--- src/common/cnn_pkg.sv ---
package cnn_pkg;

	// ------------------------------------------------------------
	// Bus and pixel sizes
	// ------------------------------------------------------------
	localparam int W_ADDR       = 32;
	localparam int W_DATA       = 32;
	localparam int W_PIX        = 8;
	localparam int PIX_PER_WORD = 4;   // Packed pixels per bus word

	// Image geometry limits
	localparam int MAX_WIDTH  = 16;
	localparam int MAX_HEIGHT = 16;
	localparam int W_SIZE     = 5;     // Row, col, width and height fields
	localparam int BUF_DEPTH  = MAX_WIDTH * MAX_HEIGHT;
	localparam int W_BUF_ADDR = 8;

	// 3x3 window, tap 0 top-left, tap 8 bottom-right
	localparam int N_TAPS   = 9;
	localparam int W_WINDOW = N_TAPS * W_PIX;

	// ------------------------------------------------------------
	// Register map, word index from HADDR[4:2]
	// ------------------------------------------------------------
	localparam int W_REG_SEL = 3;
	localparam logic [W_REG_SEL-1:0] REG_WIDTH_HEIGHT = 3'd0;
	localparam logic [W_REG_SEL-1:0] REG_IMAGE_BASE   = 3'd1;
	localparam logic [W_REG_SEL-1:0] REG_IMAGE_LOAD   = 3'd2;
	localparam logic [W_REG_SEL-1:0] REG_LAYER_START  = 3'd3;
	localparam logic [W_REG_SEL-1:0] REG_LAYER_DONE   = 3'd4;

	// AHB encodings
	localparam logic [1:0] TRANS_IDLE   = 2'b00;
	localparam logic [1:0] TRANS_NONSEQ = 2'b10;
	localparam logic [1:0] TRANS_SEQ    = 2'b11;
	localparam logic       RESP_OKAY    = 1'b0;

	// DMA line FSM
	localparam logic [1:0] ST_IDLE      = 2'd0;
	localparam logic [1:0] ST_LINE_LOAD = 2'd1;   // Issuing address phases
	localparam logic [1:0] ST_LINE_WAIT = 2'd2;   // Draining last data phase
	localparam logic [1:0] ST_DONE      = 2'd3;

endpackage

--- src/frame_scan.sv ---
`timescale 1ns/10ps

module frame_scan import cnn_pkg::*; (
	input  logic                  clk,
	input  logic                  rstn,
	input  logic                  layer_start_i,
	input  logic [W_SIZE-1:0]     width_i,
	input  logic [W_SIZE-1:0]     height_i,
	input  logic [W_WINDOW-1:0]   taps_i,
	output logic [W_BUF_ADDR-1:0] pix_addr_o,
	output logic                  first_row_o,
	output logic                  last_row_o,
	output logic                  first_col_o,
	output logic                  last_col_o,
	output logic [W_WINDOW-1:0]   out_window_o,
	output logic                  out_valid_o,
	output logic                  layer_done_o
);

	logic                  run_q;
	logic [W_SIZE-1:0]     row_q;
	logic [W_SIZE-1:0]     col_q;
	logic [W_BUF_ADDR-1:0] addr_q;   // Row-major pixel index
	logic                  valid_q;
	logic                  last_q;   // Output holds the final pixel
	logic                  done_q;
	logic                  first_row;
	logic                  last_row;
	logic                  first_col;
	logic                  last_col;

	// Boundary flags
	assign first_row = (row_q == '0);
	assign last_row  = (row_q == height_i - 1'b1);
	assign first_col = (col_q == '0);
	assign last_col  = (col_q == width_i - 1'b1);

	//------------------------------------------------------------
	// Pixel walk
	//------------------------------------------------------------
	always_ff @(posedge clk or negedge rstn) begin
		if (!rstn) begin
			run_q  <= 1'b0;
			row_q  <= '0;
			col_q  <= '0;
			addr_q <= '0;
		end else if (layer_start_i) begin
			run_q  <= 1'b1;
			row_q  <= '0;
			col_q  <= '0;
			addr_q <= '0;
		end else if (run_q) begin
			addr_q <= addr_q + 1'b1;
			if (last_col) begin
				col_q <= '0;
				if (last_row)
					run_q <= 1'b0;   // Frame finished
				else
					row_q <= row_q + 1'b1;
			end else begin
				col_q <= col_q + 1'b1;
			end
		end
	end

	//------------------------------------------------------------
	// Output stage and done flag
	//------------------------------------------------------------
	always_ff @(posedge clk or negedge rstn) begin
		if (!rstn) begin
			valid_q <= 1'b0;
			last_q  <= 1'b0;
			done_q  <= 1'b0;
		end else begin
			valid_q <= run_q;
			last_q  <= run_q && last_row && last_col;
			if (layer_start_i)
				done_q <= 1'b0;
			else if (valid_q && last_q)
				done_q <= 1'b1;   // Cycle after last window
		end
	end

	always_ff @(posedge clk) begin
		out_window_o <= taps_i;
	end

	assign pix_addr_o   = addr_q;
	assign first_row_o  = first_row;
	assign last_row_o   = last_row;
	assign first_col_o  = first_col;
	assign last_col_o   = last_col;
	assign out_valid_o  = valid_q;
	assign layer_done_o = done_q;

	a_valid_done: assert property (@(posedge clk) disable iff (!rstn)
		!(out_valid_o && layer_done_o));

endmodule

--- config.mk ---
export PLATFORM = sky130hd
export DESIGN_NAME = frame_scan
export DESIGN_NICKNAME = d
export VERILOG_FILES = /design/src/common/cnn_pkg.sv /design/src/frame_scan.sv
export SDC_FILE = /design/constraint.sdc
export NUM_CORES = 1
export LEC_CHECK = 0
export BUFFER_PORTS_ARGS = -buffer_cell sky130_fd_sc_hd__buf_2
export CORE_MARGIN = 2
export CORE_UTILIZATION = 46
export CTS_CLUSTER_DIAMETER = 50
export DETAILED_ROUTE_END_ITERATION = 16
export PLACE_DENSITY = 0.84
export SYNTH_ARGS = -nofsm -noshare
export SYNTH_HDL_FRONTEND = slang
export SYNTH_SLANG_ARGS = --single-unit
--- constraint.sdc ---
create_clock -name clk -period 4.3 [get_ports clk]
set_clock_uncertainty 0.2 [all_clocks]
set_input_delay 0.86 -clock clk [delete_from_list [all_inputs] [get_ports clk]]
set_output_delay 0.86 -clock clk [all_outputs]
set_load 0.02 [all_outputs]
==> Word level (Yosys, flattened, before mapping) <==
Index checks and enable logic that the tools add are counted.
Widths: inputs -> output; s select.
{ "classes": {"n_reduce_logical": 9, "n_mux": 15, "eq_ne": 3, "addsub": 5} }
{ "op_table": {"columns": ["cell", "count"], "rows": [
  ["$mux 5", 7],
  ["$mux 8", 2],
  ["$add 5x1->5 const B", 2],
  ["$eq 5x5->1", 2],
  ["$logic_not 5->1", 2],
  ["$sub 5x1->5 const B", 2],
  ["$add 8x1->8 const B", 1],
  ["$mux 1", 6],
  ["$reduce_bool 2->1", 3],
  ["$logic_and 1x1->1", 3],
  ["$reduce_and 3->1", 1],
  ["$ne 2x2->1 const B", 1]
]} }
{ "totals": {"reg_bits": 94, "output_inout_bits": 86, "wordCells": 40, "in_bits": 85} }

==> Logic depth before layout (Yosys ltp) <==
{ "depth": {"depth_word": 6, "ltp_mapped": 8, "depth_no_buf": 7} }

==> Worst setup path after synthesis <==
OpenSTA, ideal clock, no wires.
{ "synth_timing": {"kind": "input-to-output", "start": "input port width_i[0]", "end": "output port last_col_o", "arrival_ns": 2.160, "cell_stages": 7, "setup_slack_ns": 1.080, "required_ns": 3.240, "cell_sequence": "inv_1 -> ha_1 -> and3b_1 -> o21a_1 -> o311ai_2 -> buf_6 -> inv_1"} }
{ "synth_between": {"elab_chain_cells": 2} }
{ "synth_rtl": {"columns": ["element", "line_no", "text"], "rows": [
  ["from (decl)", "frame_scan.sv:7", "input logic [W_SIZE-1:0] width_i,"],
  ["$sub 5x1->5", "frame_scan.sv:36", "assign last_col = (col_q == width_i - 1'b1);"],
  ["$eq 5x5->1", "frame_scan.sv:36", null],
  ["to (decl)", "frame_scan.sv:14", "output logic last_col_o,"]
]} }
No other way between the ends.

==> Worst setup path in the final report <==
Ends and elaborated chain as after synthesis.

==> impl_metrics.yaml <==
clocking:
  clkSinkCount: 94
  holdBufCountCts: 0
  cts.clk_slew.worst_paths_ps: 90
  cts_buffers: 9
  cts_tree: "yes"
  clockBufferDepth: 2
  cts_max_level: 3
  post_cts_resized: 0
  ctsRootBufferMaster: "clkbuf_8"
  cts_setup_buffers: 0
  clk_latency_ps: 330
finish:
  instances_no_fill: 472
  regArea_sq_um: 1990
  synthToLayoutAreaGrowth_pct: 39.1
  final_cell_mix: "buf_2 (170), dfxtp_1 (72), dfrtp_1 (22)"
  antenna_cells: 0
  multiInputGateArea_sq_um: 777
  nets: 485
  layout_commonest_cell: "buf_2"
  fillers: 477
  drive_above_1_share: 0.484
  design_area_sq_um: 3970
global_route:
  grtUsageTotal: 0.217
  grt_pass1_wl_um: 10700
  grt_pass1_vias: 2320
  grt-ovfl-total: 0
  grt_max_degree: 24
  antenna_found_initial: 0
status:
  outcome: "completed"
place:
  pre_cts_slack_ps: 860
  place_area_sq_um: 3760
  hpwl_um: 5770
  io_buffer_count: 170
  place.gp.congestion: 0.784
  dp_cells: 457
yosys:
  synth-seq-area-share: 0.698
  synth_cells: 217
  yosysTopAreaCell: "dfxtp_1"
  synth.distinct_cells: 36
  ys_top_cells_by_area: "dfxtp_1 (50%), dfrtp_1 (19%), ha_1 (3.1%), xnor2_1 (2.8%), xor2_1 (2.5%)"
  syn_area_per_cell_sq_um: 13.2
  synthesis.area_sq_um: 2860
  synth_top_area_share: 0.505
  ys_warn_count: 0
  syn-num-nets: 309
  synth-seq-cells: 94
critical_path:
  crit_fanout: 15
  endpoint: "last_col_o"
  r2r_end: "row_q[0]"
  r2r_cells: 6
  cp.required_ps: 3240
  worstSetupPathType: "input pin to primary output"
  reg2reg_slack_ps: 1990
  start_kind: "input pin"
  critPathLaunch: "width_i[0]"
  crit_arrival_ps: 2390
  setup.worst_path.end_class: "primary output"
  r2r-start: "col_q[2]"
timing:
  hold_viol_final: 0
  slew_headroom: 0.519
  fin_ws_ps: 848
  tightest_slew_ps: 722
  setup_viol: 0
  fmax_ghz: 0.290
  final.min_clock_period_ps: 3450
  hold_ws_ps: 278
  fin_setup_tns_ps: 0
  fin_crit_sh: 0.803
  rsz0062_at_grt: "no"
  drv_slew: 0
route:
  routed_wl_um: 7280
  firstDrtPassIters: 4
  drc: 0
  dr_total_vias: 2223
  wl_per_cell_um: 15.4
  vias_per_cell: 4.71
  drt-initial-drc-count: 86
  ant_nets: 0
run:
  max_cap_violations: 0
floorplan:
  io-pin-count: 171
  die_w_um: 82.8
  die_h_um: 82.8
  rows: 28
  coreArea_sq_um: 5960
  initial_core_util: 0.479
  die-area_sq_um: 6850
power:
  p_leak_nw: 2.01
  power_density_nw_per_um2: 432
  irDropWorstVdd_mv: 0.441
hold_path:
  hold_class: "input pin to asynchronous set/reset pin"
==> state kept, by name (all words and copies together), names as in the netlist <==
signal        flops
col_q             5
last_q            1
layer_done_o      1
out_valid_o       1
out_window_o     72
pix_addr_o        8
row_q             5
run_q             1
==> area by class of cell <==
| cell class | count | area share |
|---|---|---|
| sequential | 94 | 0.502 |
| timing repair buffer | 171 | 0.216 |
| multi-input combinational | 107 | 0.196 |
| clock buffer | 14 | 0.0514 |
| tap | 75 | 0.0236 |
| inverter | 10 | 0.00945 |
| clock inverter | 1 | 0.00221 |
==> logic make-up after synthesis <==
| family | share of synthesized area |
|---|---|
| xor gates and xnor gates | 0.0600 |
| and+or+nand+nor | 0.124 |
| AOI/OAI and AO/OA | 0.0390 |
| buffers and inverters | 0.0302 |
| DFF | 0.698 |
| muxes | 0.0184 |
| adders and majority gates | 0.0307 |
==> report_power, final <==
part           internal, mW  switching [mW]
registers             0.915          0.0198
clock network         0.307           0.278
logic                0.0804           0.116
==> synthesized netlist by cell type (all sizes together) <==
library cell	number
dfrtp	22
nor3b	2
xnor2	9
nor4b	2
a211oi	1
o21a	1
mux2	2
buf	4
nand4	5
nand2	5
nand3	9
nor2	15
and2b	1
nand4bb	1
a31oi	2
o311ai	1
or4	2
xor2	8
dfxtp	72
ha	7
clkbuf	2
mux2i	3
and3b	1
xnor3	1
o21ai	1
o31ai	2
a21o	1
nand2b	7
nor2b	3
nor3	5
inv	10
and3	2
a21oi	7
or3	1
==> critical path, cell delays in order <==
cell      delay, ps
buf_2           110
inv_1            40
ha_1            260
and3b_1         210
o21a_1          190
o311ai_2        250
buf_4           240
inv_1            70
buf_2           160
==> worst min-delay path by stage <==
stage / depth (start not counted) / slack [ps] / endpoint
after floorplan: 0 / 210 / out_valid_o
after CTS: 1 / 280 / pix_addr_o[6]
after global placement: 2 / 270 / layer_done_o
final: 1 / 280 / pix_addr_o[6]
after detailed placement: 2 / 310 / layer_done_o
after global routing: 1 / 290 / pix_addr_o[6]
==> stage by stage <==
step	total power [mW]	util
floorplan	1.06	-
global placement	1.14	0.631
detailed placement	1.15	0.631
CTS	1.73	0.667
global route	1.79	0.667
finish	1.72	0.667
==> layer usage <==
layer  GRT usage  vias up  share of wire
met5           0        -              0
met4      0.0656        0          0.013
met3       0.126        8           0.11
met1       0.222     1046           0.35
li1            -     1071              -
met2       0.376       98           0.53
(Power assumes the default switching activity.)
