### config.mk
export PLATFORM = sky130hd
export DESIGN_NAME = image_dma
export DESIGN_NICKNAME = d
export VERILOG_FILES = /design/src/common/cnn_pkg.sv /design/src/dma/image_dma.sv
export SDC_FILE = /design/constraint.sdc
export NUM_CORES = 1
export LEC_CHECK = 0
export BUFFER_PORTS_ARGS = -buffer_cell sky130_fd_sc_hd__buf_2
export CAP_MARGIN = 20
export CORE_MARGIN = 2
export CORE_UTILIZATION = 47
export CTS_BUF_LIST = sky130_fd_sc_hd__clkbuf_8
export DETAILED_ROUTE_END_ITERATION = 8
export PLACE_DENSITY = 0.82
export SYNTH_ARGS = -nofsm -noshare
export SYNTH_HDL_FRONTEND = slang
export SYNTH_SLANG_ARGS = --single-unit
### constraint.sdc
create_clock -name clk -period 2.6 [get_ports clk]
set_clock_uncertainty 0.2 [all_clocks]
set_input_delay 0.13 -clock clk [delete_from_list [all_inputs] [get_ports clk]]
set_output_delay 0.13 -clock clk [all_outputs]
set_load 0.01 [all_outputs]
### src/common/cnn_pkg.sv
package cnn_pkg;

	// ------------------------------------------------------------
	// Bus and pixel sizes
	// ------------------------------------------------------------
	localparam int W_ADDR       = 32;
	localparam int W_DATA       = 32;
	localparam int W_PIX        = 8;
	localparam int PIX_PER_WORD = 4;   // Packed pixels per bus word

	// Image geometry limits
	localparam int MAX_WIDTH  = 16;
	localparam int MAX_HEIGHT = 16;
	localparam int W_SIZE     = 5;     // Row, col, width and height fields
	localparam int BUF_DEPTH  = MAX_WIDTH * MAX_HEIGHT;
	localparam int W_BUF_ADDR = 8;

	// 3x3 window, tap 0 top-left, tap 8 bottom-right
	localparam int N_TAPS   = 9;
	localparam int W_WINDOW = N_TAPS * W_PIX;

	// ------------------------------------------------------------
	// Register map, word index from HADDR[4:2]
	// ------------------------------------------------------------
	localparam int W_REG_SEL = 3;
	localparam logic [W_REG_SEL-1:0] REG_WIDTH_HEIGHT = 3'd0;
	localparam logic [W_REG_SEL-1:0] REG_IMAGE_BASE   = 3'd1;
	localparam logic [W_REG_SEL-1:0] REG_IMAGE_LOAD   = 3'd2;
	localparam logic [W_REG_SEL-1:0] REG_LAYER_START  = 3'd3;
	localparam logic [W_REG_SEL-1:0] REG_LAYER_DONE   = 3'd4;

	// AHB encodings
	localparam logic [1:0] TRANS_IDLE   = 2'b00;
	localparam logic [1:0] TRANS_NONSEQ = 2'b10;
	localparam logic [1:0] TRANS_SEQ    = 2'b11;
	localparam logic       RESP_OKAY    = 1'b0;

	// DMA line FSM
	localparam logic [1:0] ST_IDLE      = 2'd0;
	localparam logic [1:0] ST_LINE_LOAD = 2'd1;   // Issuing address phases
	localparam logic [1:0] ST_LINE_WAIT = 2'd2;   // Draining last data phase
	localparam logic [1:0] ST_DONE      = 2'd3;

endpackage

### src/dma/image_dma.sv
`timescale 1ns/10ps

module image_dma import cnn_pkg::*; (
	input  logic              clk,
	input  logic              rstn,
	input  logic              load_start_i,
	input  logic [W_SIZE-1:0] width_i,
	input  logic [W_SIZE-1:0] height_i,
	input  logic [W_ADDR-1:0] image_base_i,
	input  logic              m_hready_i,
	input  logic [W_DATA-1:0] m_hrdata_i,
	output logic [1:0]        m_htrans_o,
	output logic [W_ADDR-1:0] m_haddr_o,
	output logic              m_hwrite_o,
	output logic [2:0]        m_hsize_o,
	output logic [2:0]        m_hburst_o,
	output logic [W_DATA-1:0] m_hwdata_o,
	output logic [W_DATA-1:0] word_o,
	output logic              word_vld_o,
	output logic              load_done_o
);

	logic [1:0]        state_q;
	logic [W_SIZE-1:0] line_cnt_q;       // Line being fetched
	logic [W_ADDR-1:0] line_addr_q;      // Byte address of line start
	logic [W_SIZE-1:0] word_cnt_q;       // Address phases issued in line
	logic              dphase_q;         // Data phase outstanding
	logic              word_vld_q;
	logic              load_done_q;
	logic [W_SIZE-1:0] words_per_line;
	logic              addr_acc;         // Address phase taken
	logic              data_acc;         // Data phase completes

	assign words_per_line = width_i >> $clog2(PIX_PER_WORD);
	assign addr_acc       = (state_q == ST_LINE_LOAD) && m_hready_i;
	assign data_acc       = dphase_q && m_hready_i;

	//------------------------------------------------------------
	// Master outputs, single word reads only
	//------------------------------------------------------------
	assign m_htrans_o = (state_q == ST_LINE_LOAD) ? TRANS_NONSEQ : TRANS_IDLE;
	assign m_haddr_o  = line_addr_q + W_ADDR'(word_cnt_q) * (W_DATA / 8);
	assign m_hwrite_o = 1'b0;
	assign m_hsize_o  = 3'b010;   // Word
	assign m_hburst_o = 3'b000;   // SINGLE
	assign m_hwdata_o = '0;

	//------------------------------------------------------------
	// Line FSM
	//------------------------------------------------------------
	always_ff @(posedge clk or negedge rstn) begin
		if (!rstn) begin
			state_q     <= ST_IDLE;
			line_cnt_q  <= '0;
			line_addr_q <= '0;
			word_cnt_q  <= '0;
			dphase_q    <= 1'b0;
			word_vld_q  <= 1'b0;
			load_done_q <= 1'b0;
		end else begin
			// Data phase follows an accepted address phase
			if (m_hready_i)
				dphase_q <= addr_acc;
			word_vld_q <= data_acc;
			case (state_q)
				ST_IDLE, ST_DONE: begin
					state_q <= ST_IDLE;
					if (load_start_i) begin
						state_q     <= ST_LINE_LOAD;
						line_cnt_q  <= '0;
						line_addr_q <= image_base_i;
						word_cnt_q  <= '0;
						load_done_q <= 1'b0;
					end
				end
				ST_LINE_LOAD: begin
					if (addr_acc) begin
						word_cnt_q <= word_cnt_q + 1'b1;
						if (word_cnt_q == words_per_line - 1'b1)
							state_q <= ST_LINE_WAIT;   // Last address of line
					end
				end
				ST_LINE_WAIT: begin
					// No overlap across lines, wait for the last word
					if (data_acc) begin
						word_cnt_q <= '0;
						if (line_cnt_q == height_i - 1'b1) begin
							state_q     <= ST_DONE;
							load_done_q <= 1'b1;
						end else begin
							state_q     <= ST_LINE_LOAD;
							line_cnt_q  <= line_cnt_q + 1'b1;
							line_addr_q <= line_addr_q + W_ADDR'(width_i);   // One byte per pixel
						end
					end
				end
				default: state_q <= ST_IDLE;
			endcase
		end
	end

	// Read data capture
	always_ff @(posedge clk) begin
		if (data_acc)
			word_o <= m_hrdata_i;
	end

	assign word_vld_o  = word_vld_q;
	assign load_done_o = load_done_q;

	a_no_seq: assert property (@(posedge clk) disable iff (!rstn)
		m_htrans_o != TRANS_SEQ);
	// Stalled address phase holds
	a_addr_hold: assert property (@(posedge clk) disable iff (!rstn)
		(m_htrans_o == TRANS_NONSEQ && !m_hready_i) |=>
		(m_htrans_o == TRANS_NONSEQ && $stable(m_haddr_o)));

endmodule

[Word-level counts from Yosys, hierarchy flattened]
Index checks and enable logic that the tools add are counted.
Cells by class
  $add $sub $neg: 6
  equality and inequality tests: 11
  multiplexer cells: 22
  reductions and logical operators: 9
Operators with widths (number)
  32-bit 2-to-1 mux: 3
  32-bit one-hot mux with 2 select lines: 1
  32-bit by 5-bit adder with 32-bit output: 1
  32-bit by 7-bit adder with 32-bit output: 1
  5-bit 2-to-1 mux: 5
  5-bit one-hot mux with 3 select lines: 1
  5-bit by 1-bit adder with 5-bit output, second input constant: 2
  5-bit == test: 2
  2-bit 2-to-1 mux: 5
  2-bit inequality test, second input constant: 5
  5-bit one-hot mux with 2 select lines: 1
  4-bit AND reduction: 2
  2-bit one-hot mux with 3 select lines: 1
  3-bit AND reduction: 2
  5-bit by 1-bit subtractor with 5-bit output, second input constant: 1
  2-bit == test, second input constant: 2
  1-bit 2-to-1 mux: 4
  3-bit by 1-bit subtractor with 4-bit output, second input constant: 1
  2-bit by 1-bit == test with 1-bit output, second input constant: 1
  1-bit logical AND: 2
  2-bit logical NOT: 1
  2-bit by 1-bit inequality test with 1-bit output, second input constant: 1
  1-bit one-hot mux with 2 select lines: 1
  2-bit nonzero test: 1
  2-bit OR reduction: 1
Word-level totals
  flip-flop bits (word level): 79

[Logic depth before layout (Yosys ltp)]
Gate-level depths: netlist of run 1.
  word-level depth: 5
  gate-level depth with buffers: 10
  depth with buffers taken out: 9

[Worst setup path after synthesis of run 1]
Ideal clock, no wire load.
  path kind: flip-flop to output port
  from: register word_cnt_q[0]
  to: output m_haddr_o[22]
  arrival: 2.246 ns
  required time: 2.270 ns
  slack: 0.024 ns
  stages on the path, launching flop included: 11
  cells stage by stage: dfrtp_1 > ha_1 > inv_1 > fa_1 > nor2b_1 > o21ai_0 > a21boi_0 > o21a_1 > clkbuf_1 > nand3_1 > xnor2_1
On the way
  cells in the longest elaborated chain, start to end: 1
RTL lines
  from (decl): RTL line image_dma.sv:26  | logic [W_SIZE-1:0] word_cnt_q;
  from (signal assigned): RTL line image_dma.sv:78  | word_cnt_q <= word_cnt_q + 1'b1;
  32-bit by 7-bit adder with 32-bit output: RTL line image_dma.sv:42  | assign m_haddr_o = line_addr_q + W_ADDR'(word_cnt_q) * (W_DATA / 8);
  to (decl): RTL line image_dma.sv:13  | output logic [W_ADDR-1:0] m_haddr_o,
Every way passes these cells.

[Worst setup path in the final report of run 1]
  from: register word_cnt_q[0]
  to: output m_haddr_o[6]
The elaborated chain is that of the path after synthesis.

==> metrics.md, run 1 <==
| Metric | Value |
|---|---|
| Outcome | `finished with violations` |
| Failing checks | `negative setup slack` |
| Seq cells post-synth | `79` |
| CP max stage cell | `dfrtp_1` |
| Crit path setup slack, layout | `-0.355 ns` |
| Longest Clk Path Bufs | `2` |
| Clock share of power | `12.5%` |
| Initial antenna violation count | `0` |
| Worst slew margin | `slightly above 50%` |
| RSZ-0062 raised after global routing | `true` |
| # nets final | `898` |
| Pre-CTS setup slack | `-0.0833 ns` |
| Vias per cell | `5.60` |
| Routed len/inst | `17.6 um` |
| DRC viols | `0` |
| Max-cap viol count | `0` |
| P_leak | `roughly 3.4 nW` |
| Slew @ Worst Pin | `0.734 ns` |
| Routed WL | `16.7 mm` |
| Num CTS Buffers | `9` |
| Post-synthesis xor/xnor area fraction | `6.85%` |
| Clock H-tree levels | `3` |
| Clock sinks | `79` |
| Placed Cells | `roughly 850` |
| Peak supply drop | `522 uV` |
| Yosys top cell area share | `22.4%` |
| Sw Pwr | `3.11 mW` |
| Peak fanout along the critical path | `2` |
| Die height | `110 um` |
| Synth Area in Simple Gates | `19.6%` |
| Layout cells sized above 1 | `roughly 39%` |
| Worst endpoint data arrival time | `2.62 ns` |
| Post-DRT Antenna Nets | `0` |
| Max Clk Rate | `338 MHz` |
| CTS tree | `yes` |
| Final worst path period share | `114%` |
| Design area | `~7500 um2` |
| Register area | `2150 um2` |
| Final Hold Fails | `0` |
| Post-Syn Area per Cell | `approximately 9.4 um2` |
| Root Buffer Master | `clkbuf_8` |
| Startpoint Class | `register` |
| HP Class | `in2reg` |
| Crit-path most repeated cell | `buf_4` |
| Starting Density | `48.4%` |
| Ys async rst share | `59.5%` |
| Fill count | `761` |
| CP Cell Sequence | `ha_2, inv_2, fa_2, nor2b_2, o21ai_2, buf_4, buf_4, buf_4, buf_4, buf_4, nand2_2, nor2_1, nor2_1, buf_2` |
| Antenna cell count | `0` |
| Setup TNS | `-4.46 ns` |
| Die X | `110 um` |
| RePlAce Congestion | `0.936` |
| Routed via count | `about 5,300` |
| Critical path class | `reg2out` |
| Core area | `10,800 um2` |
| Adder-Cell Fraction of Synth Area | `4.58%` |
| Final setup violation count | `23` |
| Final Power | `6.98 mW` |
| GR Overflow Total | `0` |
| Register area share after synthesis | `between 40% and 50%` |
| CTS clk-pin slew, worst paths | `0.08 ns` |
| Utilization after layout | `69.4%` |
| Leading area contributor after synthesis | `dfrtp_1` |
| Post-synthesis mux area share | `1.55%` |
| Largest net degree at the start of global routing | `40` |
| Number of global-route vias before repair | `4,919` |
| Initial DRC count | `560` |
| Fin cells | `between 900 and 1,000` |
| Ranking of synthesized cells by area | `dfrtp_1 22%, edfxtp_1 18%, buf_4 6.3%` |
| Critical Path RT | `2.27 ns` |
| Post-synthesis compound-gate area fraction | `16.0%` |
| Comb pwr share | `56.0%` |
| Post-DP HPWL | `11.0 mm` |
| Final hold slack | `between 0.007 and 0.008 ns` |
| Pwr dens | `928 nW/um2` |
| Largest family of logic cells by synthesized area | `simple AND/OR/NAND/NOR gates` |
| Top-count cell post-synth | `nand2_1` |
| Tmin final | `2.95 ns` |
| Die area | `12,000 um2` |
| Worst path max stage delay | `0.38 ns` |
| Ys Warns | `0` |
| Yosys cell types | `between 70 and 80` |
| GRT Resource Usage Total | `26.2%` |
| Post-synth EDFFs | `32` |
| Top post-synthesis cells by count | `52 x nand2_1, 47 x dfrtp_1, 44 x buf_4, 35 x nor2_1, 32 x edfxtp_1` |
| Site Rows | `38` |
| Area occupied by multi-input gates | `3070 um2` |
| Ys flop type | `dfrtp_1` |
| Synthesized area | `between 5000 and 6000 um2` |
| Mapped Cells | `556` |
| Fin. max-slew vios | `0` |
| First-pass GRT wire length | `24.2 mm` |
| Sw Ratio | `around 45%` |
| Post-place instance area | `about 6000 um2` |
| TritonRoute pass-1 iters | `7` |
| IO buf count | `144` |
| # IOs | `185` |
| Part of the power in registers | `31.5%` |
| Internal power | `3.86 mW` |
| Clk_lat worst skew | `0.36 ns` |
| Synthesis-to-layout area growth | `43.4%` |
| CP Capture Type | `primary output` |
[power by group through the flow]
stage | clock, mW | sequential (mW) | combinational [mW]
2_1_floorplan | 0 | 2.01 | 2.35
3_3_place_gp | 0 | 2.14 | 3.26
3_5_place_dp | 0 | 2.16 | 3.34
4_1_cts | 0.892 | 2.14 | 3.55
5_1_grt | 0.951 | 2.24 | 4.21
6_report | 0.874 | 2.20 | 3.91
[area by class of cell]
cell class,instances,area share (%)
well taps,140,2.33
clock inverters,7,0.782
clock buffers,9,1.65
inverters,15,0.749
flip-flops and latches,79,28.5
repair buffers,269,25.2
multi-input cells,428,40.8
[layer usage]
layer,global-route usage (%),vias up,wire [um]
li1,-,2432,-
met1,33.1,2498,6650
met2,44.9,325,8060
met3,4.62,47,1450
met4,9.95,0,499
met5,0,-,0
[worst max-delay path: cells and delay by family, from the launching register on]
kind                     cells  cell delay (ns)
AND/OR/NAND/NOR              4             0.41
buffers and inverters        7             0.81
adder cells (fa/ha/maj)      2             0.58
flip-flops                   1             0.38
AO/OA/AOI/OAI                1             0.09
[sequential cells by signal, summed over array words and instances (netlist names)]
| signal | cells |
|---|---|
| line_addr_q | 32 |
| word_o | 32 |
| line_cnt_q | 5 |
| word_cnt_q | 5 |
| state_q | 2 |
| dphase_q | 1 |
| load_done_o | 1 |
| word_vld_o | 1 |
[cell usage in the layout, fill, tap and decap left out, drive strengths merged, types with 6 or more instances in the layout]
cell,count
clkbuf,9
or3,14
clkinv,6
nor3,23
edfxtp,32
dfrtp,47
a211oi,16
dlygate4sd3,58
a311oi,9
mux2i,7
ha,16
conb,40
o21ai,31
buf,211
nand3,24
nand4,12
nor2,37
inv,15
o22ai,11
xnor2,29
xor2,12
nand2,52
a21oi,25
and3,9
[worst paths after layout]
check	start	end	slack (ns)	cells after the start
setup / recovery	word_cnt_q[0]	m_haddr_o[6]	-0.35	14
hold / removal	width_i[0]	line_addr_q[0]	0.007	4
setup reg to reg	line_addr_q[2]	line_addr_q[13]	0.10	9
hold reg to reg	dphase_q	dphase_q	0.32	1
max in group asynchronous	rstn	line_addr_q[18]	1.33	3
min in group asynchronous	rstn	line_addr_q[14]	0.07	2
[repair_timing]
| action | 4_1_cts | 5_1_grt |
|---|---|---|
| hold buffers | 58 | 0 |
| endpoints found under the setup margin | 28 | 46 |
| buffers inserted | 9 | 18 |
| pin swaps | 11 | 29 |
| cloned | 1 | 0 |
| resized for setup | 33 | 67 |
| endpoints found under the hold margin | 75 | 0 |
[cells by family (layout without fill, tap and decap cells)]
group | after synthesis | in the layout
multiplexers | 8 | 8
buffers and inverters | 87 | 300
AO/OA/AOI/OAI | 125 | 125
XOR/XNOR | 41 | 41
other | 2 | 40
adder cells (fa/ha/maj) | 18 | 18
AND/OR/NAND/NOR | 196 | 196
flip-flops | 79 | 79
Power figures use the tool's default switching activity.
==> run 2, diff against run 1 <==
- PLACE_DENSITY: 0.82 -> 0.79
==> metrics.md, run 2 (synthesis gave the netlist of run 1 again) <==
| Metric | Value |
|---|---|
| Outcome | `finished with violations` |
| Failing checks | `negative setup slack` |
| IO buf count | `144` |
| R2R Path Start | `line_addr_q[2]` |
| GRT Resource Usage Total | `26.2%` |
| First-pass GRT wire length | `between 20 and 25 mm` |
| Startpoint Class | `register` |
| Final setup violation count | `20` |
| # nets final | `900` |
| Placed Cells | `roughly 850` |
| Site Rows | `38` |
| Max Clk Rate | `344 MHz` |
| Clock sinks | `roughly 80` |
| Initial DRC count | `~500` |
| Final Hold Fails | `0` |
| Critical path class | `reg2out` |
| Critical Path RT | `2.27 ns` |
| Routed len/inst | `around 18 um` |
| HP Class | `in2reg` |
| Most frequent cells in the layout | `144 x buf_2, 62 x buf_4, 59 x dlygate4sd3_1` |
| CTS tree | `yes` |
| P_leak | `3.36 nW` |
| Largest net degree at the start of global routing | `48` |
| Routed WL | `16.7 mm` |
| Number of global-route vias before repair | `between 5,000 and 6,000` |
| Clock H-tree levels | `3` |
| Antenna cell count | `0` |
| Die X | `110 um` |
| Hold_sp | `image_base_i[28]` |
| Tmin final | `slightly below 3 ns` |
| Longest Clk Path Bufs | `2` |
| Worst endpoint data arrival time | `2.58 ns` |
| RePlAce Congestion | `between 0.8 and 0.9` |
| Die area | `12,000 um2` |
| Vias per cell | `5.62` |
| CP Capture Type | `primary output` |
| Layout cells sized above 1 | `38.2%` |
| Starting Density | `around 48%` |
| Setup crit start | `word_cnt_q[0]` |
| Fin cells | `between 900 and 1,000` |
| Pwr dens | `around 950 nW/um2` |
| Root Buffer Master | `clkbuf_8` |
| Slew @ Worst Pin | `about 0.65 ns` |
| Most common cell after layout, fill and taps aside | `buf_2` |
| GR Overflow Total | `0` |
| # IOs | `between 150 and 200` |
| Worst slew margin | `57.0%` |
| Setup slack, reg-to-reg | `0.08 ns` |
| Die height | `110 um` |
| DRC viols | `0` |
| Final worst path period share | `112%` |
| Biggest regs | `line_addr_q: 32 flops, word_o: 32 flops` |
| Routed via count | `5,330` |
| CTS clk-pin slew, worst paths | `0.08 ns` |
| Clk_lat worst skew | `about 0.37 ns` |
| Max-cap viol count | `0` |
| Pre-CTS setup slack | `-0.150 ns` |
| Crit path setup slack, layout | `-0.310 ns` |
| Core area | `10,800 um2` |
| Post-DRT Antenna Nets | `0` |
| Initial antenna violation count | `0` |
| Synthesis-to-layout area growth | `42.9%` |
| Peak fanout along the critical path | `7` |
| RSZ-0062 raised after global routing | `true` |
| Fin. max-slew vios | `0` |
| Peak supply drop | `489 uV` |
| TritonRoute pass-1 iters | `7` |
| Num CTS Buffers | `9` |
| Post-DP HPWL | `between 10 and 15 mm` |
[run 2: cell type report]
cell class,count,area [um2]
clock buffer,9,124
clock inverter,7,83.8
fill,813,3350
inverter,15,56.3
multi-input combinational,428,3010
sequential,79,2150
tap,140,175
timing repair buffer,271,1890
[run 2: per-stage QoR]
step / utilization [%] / hold slack (ns) / cell area (um2) / setup TNS, ns / power (mW)
after floorplan: - / -0.366 / 5390 / 0 / 4.35
after global placement: 56.6 / 0.0727 / 6140 / -0.472 / 5.41
after detailed placement: 56.6 / 0.0802 / 6140 / -1.06 / 5.52
after CTS: 65.8 / 0.0400 / 7130 / -2.77 / 6.74
after global routing: 69.1 / 0.0983 / 7490 / -5.86 / 7.58
final: 69.1 / 0.0565 / 7490 / -3.49 / 7.15
[run 2: report_power, final]
part,internal [mW],switching [mW]
Combinational,1.78,2.23
Sequential,1.72,0.434
Clock,0.529,0.463
Total,4.02,3.12
[run 2: worst paths after layout]
check / cells after the start / endpoint
worst max-delay path: 12 / m_haddr_o[12]
worst min register to register: 1 / dphase_q
min in group asynchronous: 3 / word_vld_o
max in group asynchronous: 3 / line_addr_q[12]
worst max register to register: 10 / line_addr_q[25]
worst min-delay path: 4 / line_addr_q[28]
[run 2: layer usage]
metal	global-route usage (%)	share of wire [%]	vias to the layer above
li1	-	-	2438
met1	32.0	37	2485
met2	43.9	48	344
met3	5.63	11	63
met4	12.4	3.7	0
met5	0	0	-
[run 2: worst max-delay path, stage by stage (launching register included)]
cell and delay [ns]:
dfrtp_1 0.39, ha_2 0.21, inv_2 0.04, fa_2 0.37, nor2b_2 0.14, o21ai_2 0.08
a21boi_2 0.16, o21a_1 0.17, buf_12 0.14, buf_12 0.13, nand2_2 0.06, xnor2_2 0.16
buf_2 0.16
[run 2: what timing repair did]
action / in CTS / in global routing
hold buffers: 59 / 0
cloned: 0 / 1
endpoints found under the setup margin: 32 / 47
pin swaps: 13 / 30
resized for setup: 33 / 56
setup buffers: 10 / 15
endpoints found under the hold margin: 105 / 0
==> run 3, diff against run 2 <==
- CORE_ASPECT_RATIO: unset -> 1.75
==> metrics.md, run 3 (synthesis gave the netlist of run 1 again) <==
| Metric | Value |
|---|---|
| Biggest regs | `line_addr_q: 32 flops, word_o: 32 flops` |
| Clk_lat worst skew | `0.38 ns` |
| # IOs | `185` |
| Clock sinks | `79` |
| Peak supply drop | `596 uV` |
| RePlAce Congestion | `0.904` |
| Final Power | `7.44 mW` |
| Worst reg-to-reg path cell count | `9` |
| Number of global-route vias before repair | `5,351` |
| Worst slew margin | `56.4%` |
| Part of the power in registers | `28.8%` |
| Vias per cell | `slightly below 6` |
| Routed len/inst | `between 15 and 20 um` |
| Initial DRC count | `about 520` |
| Internal power | `approximately 4.2 mW` |
| Die X | `83.8 um` |
| Peak fanout along the critical path | `6` |
| GR Overflow Total | `0` |
| Sw Ratio | `43.9%` |
| Design area | `7480 um2` |
| Comb pwr share | `55.6%` |
| Final worst path period share | `111%` |
| Critical Path RT | `between 2 and 2.5 ns` |
| Fin. max-slew vios | `0` |
| Num CTS Buffers | `9` |
| Max Clk Rate | `approximately 350 MHz` |
| Die height | `144 um` |
| Met1 Usage GRT | `29.1%` |
| Final setup violation count | `24` |
| Met3 Usage GRT | `4.54%` |
| Failing checks | `negative setup slack` |
| Fill count | `822` |
| CTS tree | `yes` |
| Startpoint Class | `register` |
| Pwr dens | `994 nW/um2` |
| Max-cap viol count | `0` |
| Layout cells sized above 1 | `37.3%` |
| Crit path setup slack, layout | `-0.286 ns` |
| Most frequent cells in the layout | `143 x buf_2, 62 x buf_4, 58 x dlygate4sd3_1` |
| Routed via count | `about 5,500` |
| Die area | `around 12,000 um2` |
| Largest net degree at the start of global routing | `48` |
| DRC viols | `0` |
| Clock share of power | `about 16%` |
| Site Rows | `51` |
| Tmin final | `slightly below 3 ns` |
| Antenna cell count | `0` |
| First-pass GRT wire length | `26.6 mm` |
| Routed WL | `approximately 18 mm` |
| Root Buffer Master | `clkbuf_8` |
| Core area | `around 11,000 um2` |
| CP Capture Type | `primary output` |
| Slew @ Worst Pin | `0.653 ns` |
| Outcome | `finished with violations` |
| Post-place instance area | `6140 um2` |
| Hold Path Cell Cnt | `4` |
| Initial antenna violation count | `0` |
| Longest Clk Path Bufs | `2` |
| Critical path class | `reg2out` |
| Sw Pwr | `3.26 mW` |
| Clock H-tree levels | `3` |
| HP Class | `in2reg` |
| Worst endpoint data arrival time | `2.56 ns` |
| Busiest metal layer after global routing | `met2` |
| # nets final | `897` |
| Synthesis-to-layout area growth | `42.7%` |
| Post-DRT Antenna Nets | `0` |
| CTS clk-pin slew, worst paths | `about 0.09 ns` |
| TritonRoute pass-1 iters | `5` |
| RSZ-0062 raised after global routing | `true` |
| Post-DP HPWL | `12.1 mm` |
| Final Hold Fails | `0` |
| P_leak | `3.29 nW` |
| Most common cell after layout, fill and taps aside | `buf_2` |
| Starting Density | `47.8%` |
| Met2 Use GR | `52.3%` |
| IO buf count | `144` |
| GRT Resource Usage Total | `28.0%` |
## run 3: cell count changes in the layout (fill, tap and decap cells not counted), moves of 3 or more
cell,previous run,this run
dfrtp_1,36,42
dfrtp_2,11,5
nand2_1,41,45
inv_1,15,12
inv_6,0,3
nand2_4,6,3
nor2_4,3,6
## run 3: critical path: stages (launching register included)
cell and delay [ns]:
dfrtp_1 0.39, ha_2 0.21, inv_2 0.04, fa_2 0.35, nor2b_2 0.14, o21ai_2 0.07
a21boi_2 0.20, o21a_4 0.19, buf_12 0.13, nand4_1 0.11, xnor2_1 0.17, buf_2 0.16
## run 3: timing repair
item / in CTS / in global routing
setup endpoints to repair: 30 / 42
setup buffers: 19 / 7
gates resized for setup: 31 / 49
gates cloned: 1 / 1
hold buffers: 58 / 0
hold endpoints to repair: 105 / 0
pin swaps: 9 / 26
## run 3: cell type report
type	instances	area, um2	share of cell area, %
Clock buffer	9	124	1.65
Inverter	15	56.3	0.752
Multi-Input combinational cell	429	3030	40.5
Sequential cell	79	2140	28.6
Timing Repair Buffer	267	1840	24.6
Clock inverter	7	125	1.67
Tap cell	132	165	2.21
## run 3: routing by layer
| metal | vias up | routed length [um] |
|---|---|---|
| li1 | 2441 | - |
| met1 | 2579 | 6000 |
| met2 | 371 | 9140 |
| met3 | 95 | 1390 |
| met4 | 0 | 1200 |
| met5 | - | 0 |
## run 3: final timing paths
check                                     from         endpoint  slack [ns]
worst max-delay path             word_cnt_q[0]    m_haddr_o[20]       -0.29
worst min-delay path                width_i[0]   line_addr_q[0]       0.003
worst max register to register  line_addr_q[0]  line_addr_q[10]        0.06
worst min register to register        dphase_q         dphase_q        0.33
max in group asynchronous                 rstn  line_addr_q[13]        1.53
min in group asynchronous                 rstn  line_addr_q[16]        0.19
## run 3: power by group through the flow
stage	Clock (mW)	Combinational, mW	Sequential (mW)
floorplan	0	2.35	2.01
global placement	0	3.40	2.11
detailed placement	0	3.50	2.13
CTS	1.17	3.80	2.11
global route	1.22	4.45	2.19
finish	1.16	4.14	2.14
## run 3: stage by stage
stage / utilization [%] / TNS (ns) / hold WS (ns) / instances / setup slack [ns]
2_1_floorplan: - / 0 / -0.366 / 594 / 0.0239
3_5_place_dp: 55.9 / -0.130 / 0.0780 / 844 / -0.0473
6_report: 68.2 / -3.95 / 0.00333 / 938 / -0.286
3_3_place_gp: 55.9 / -0.0103 / 0.0772 / 844 / -0.0103
5_1_grt: 68.2 / -5.90 / 0.0149 / 938 / -0.402
4_1_cts: 66.0 / -3.19 / 0.00113 / 938 / -0.300
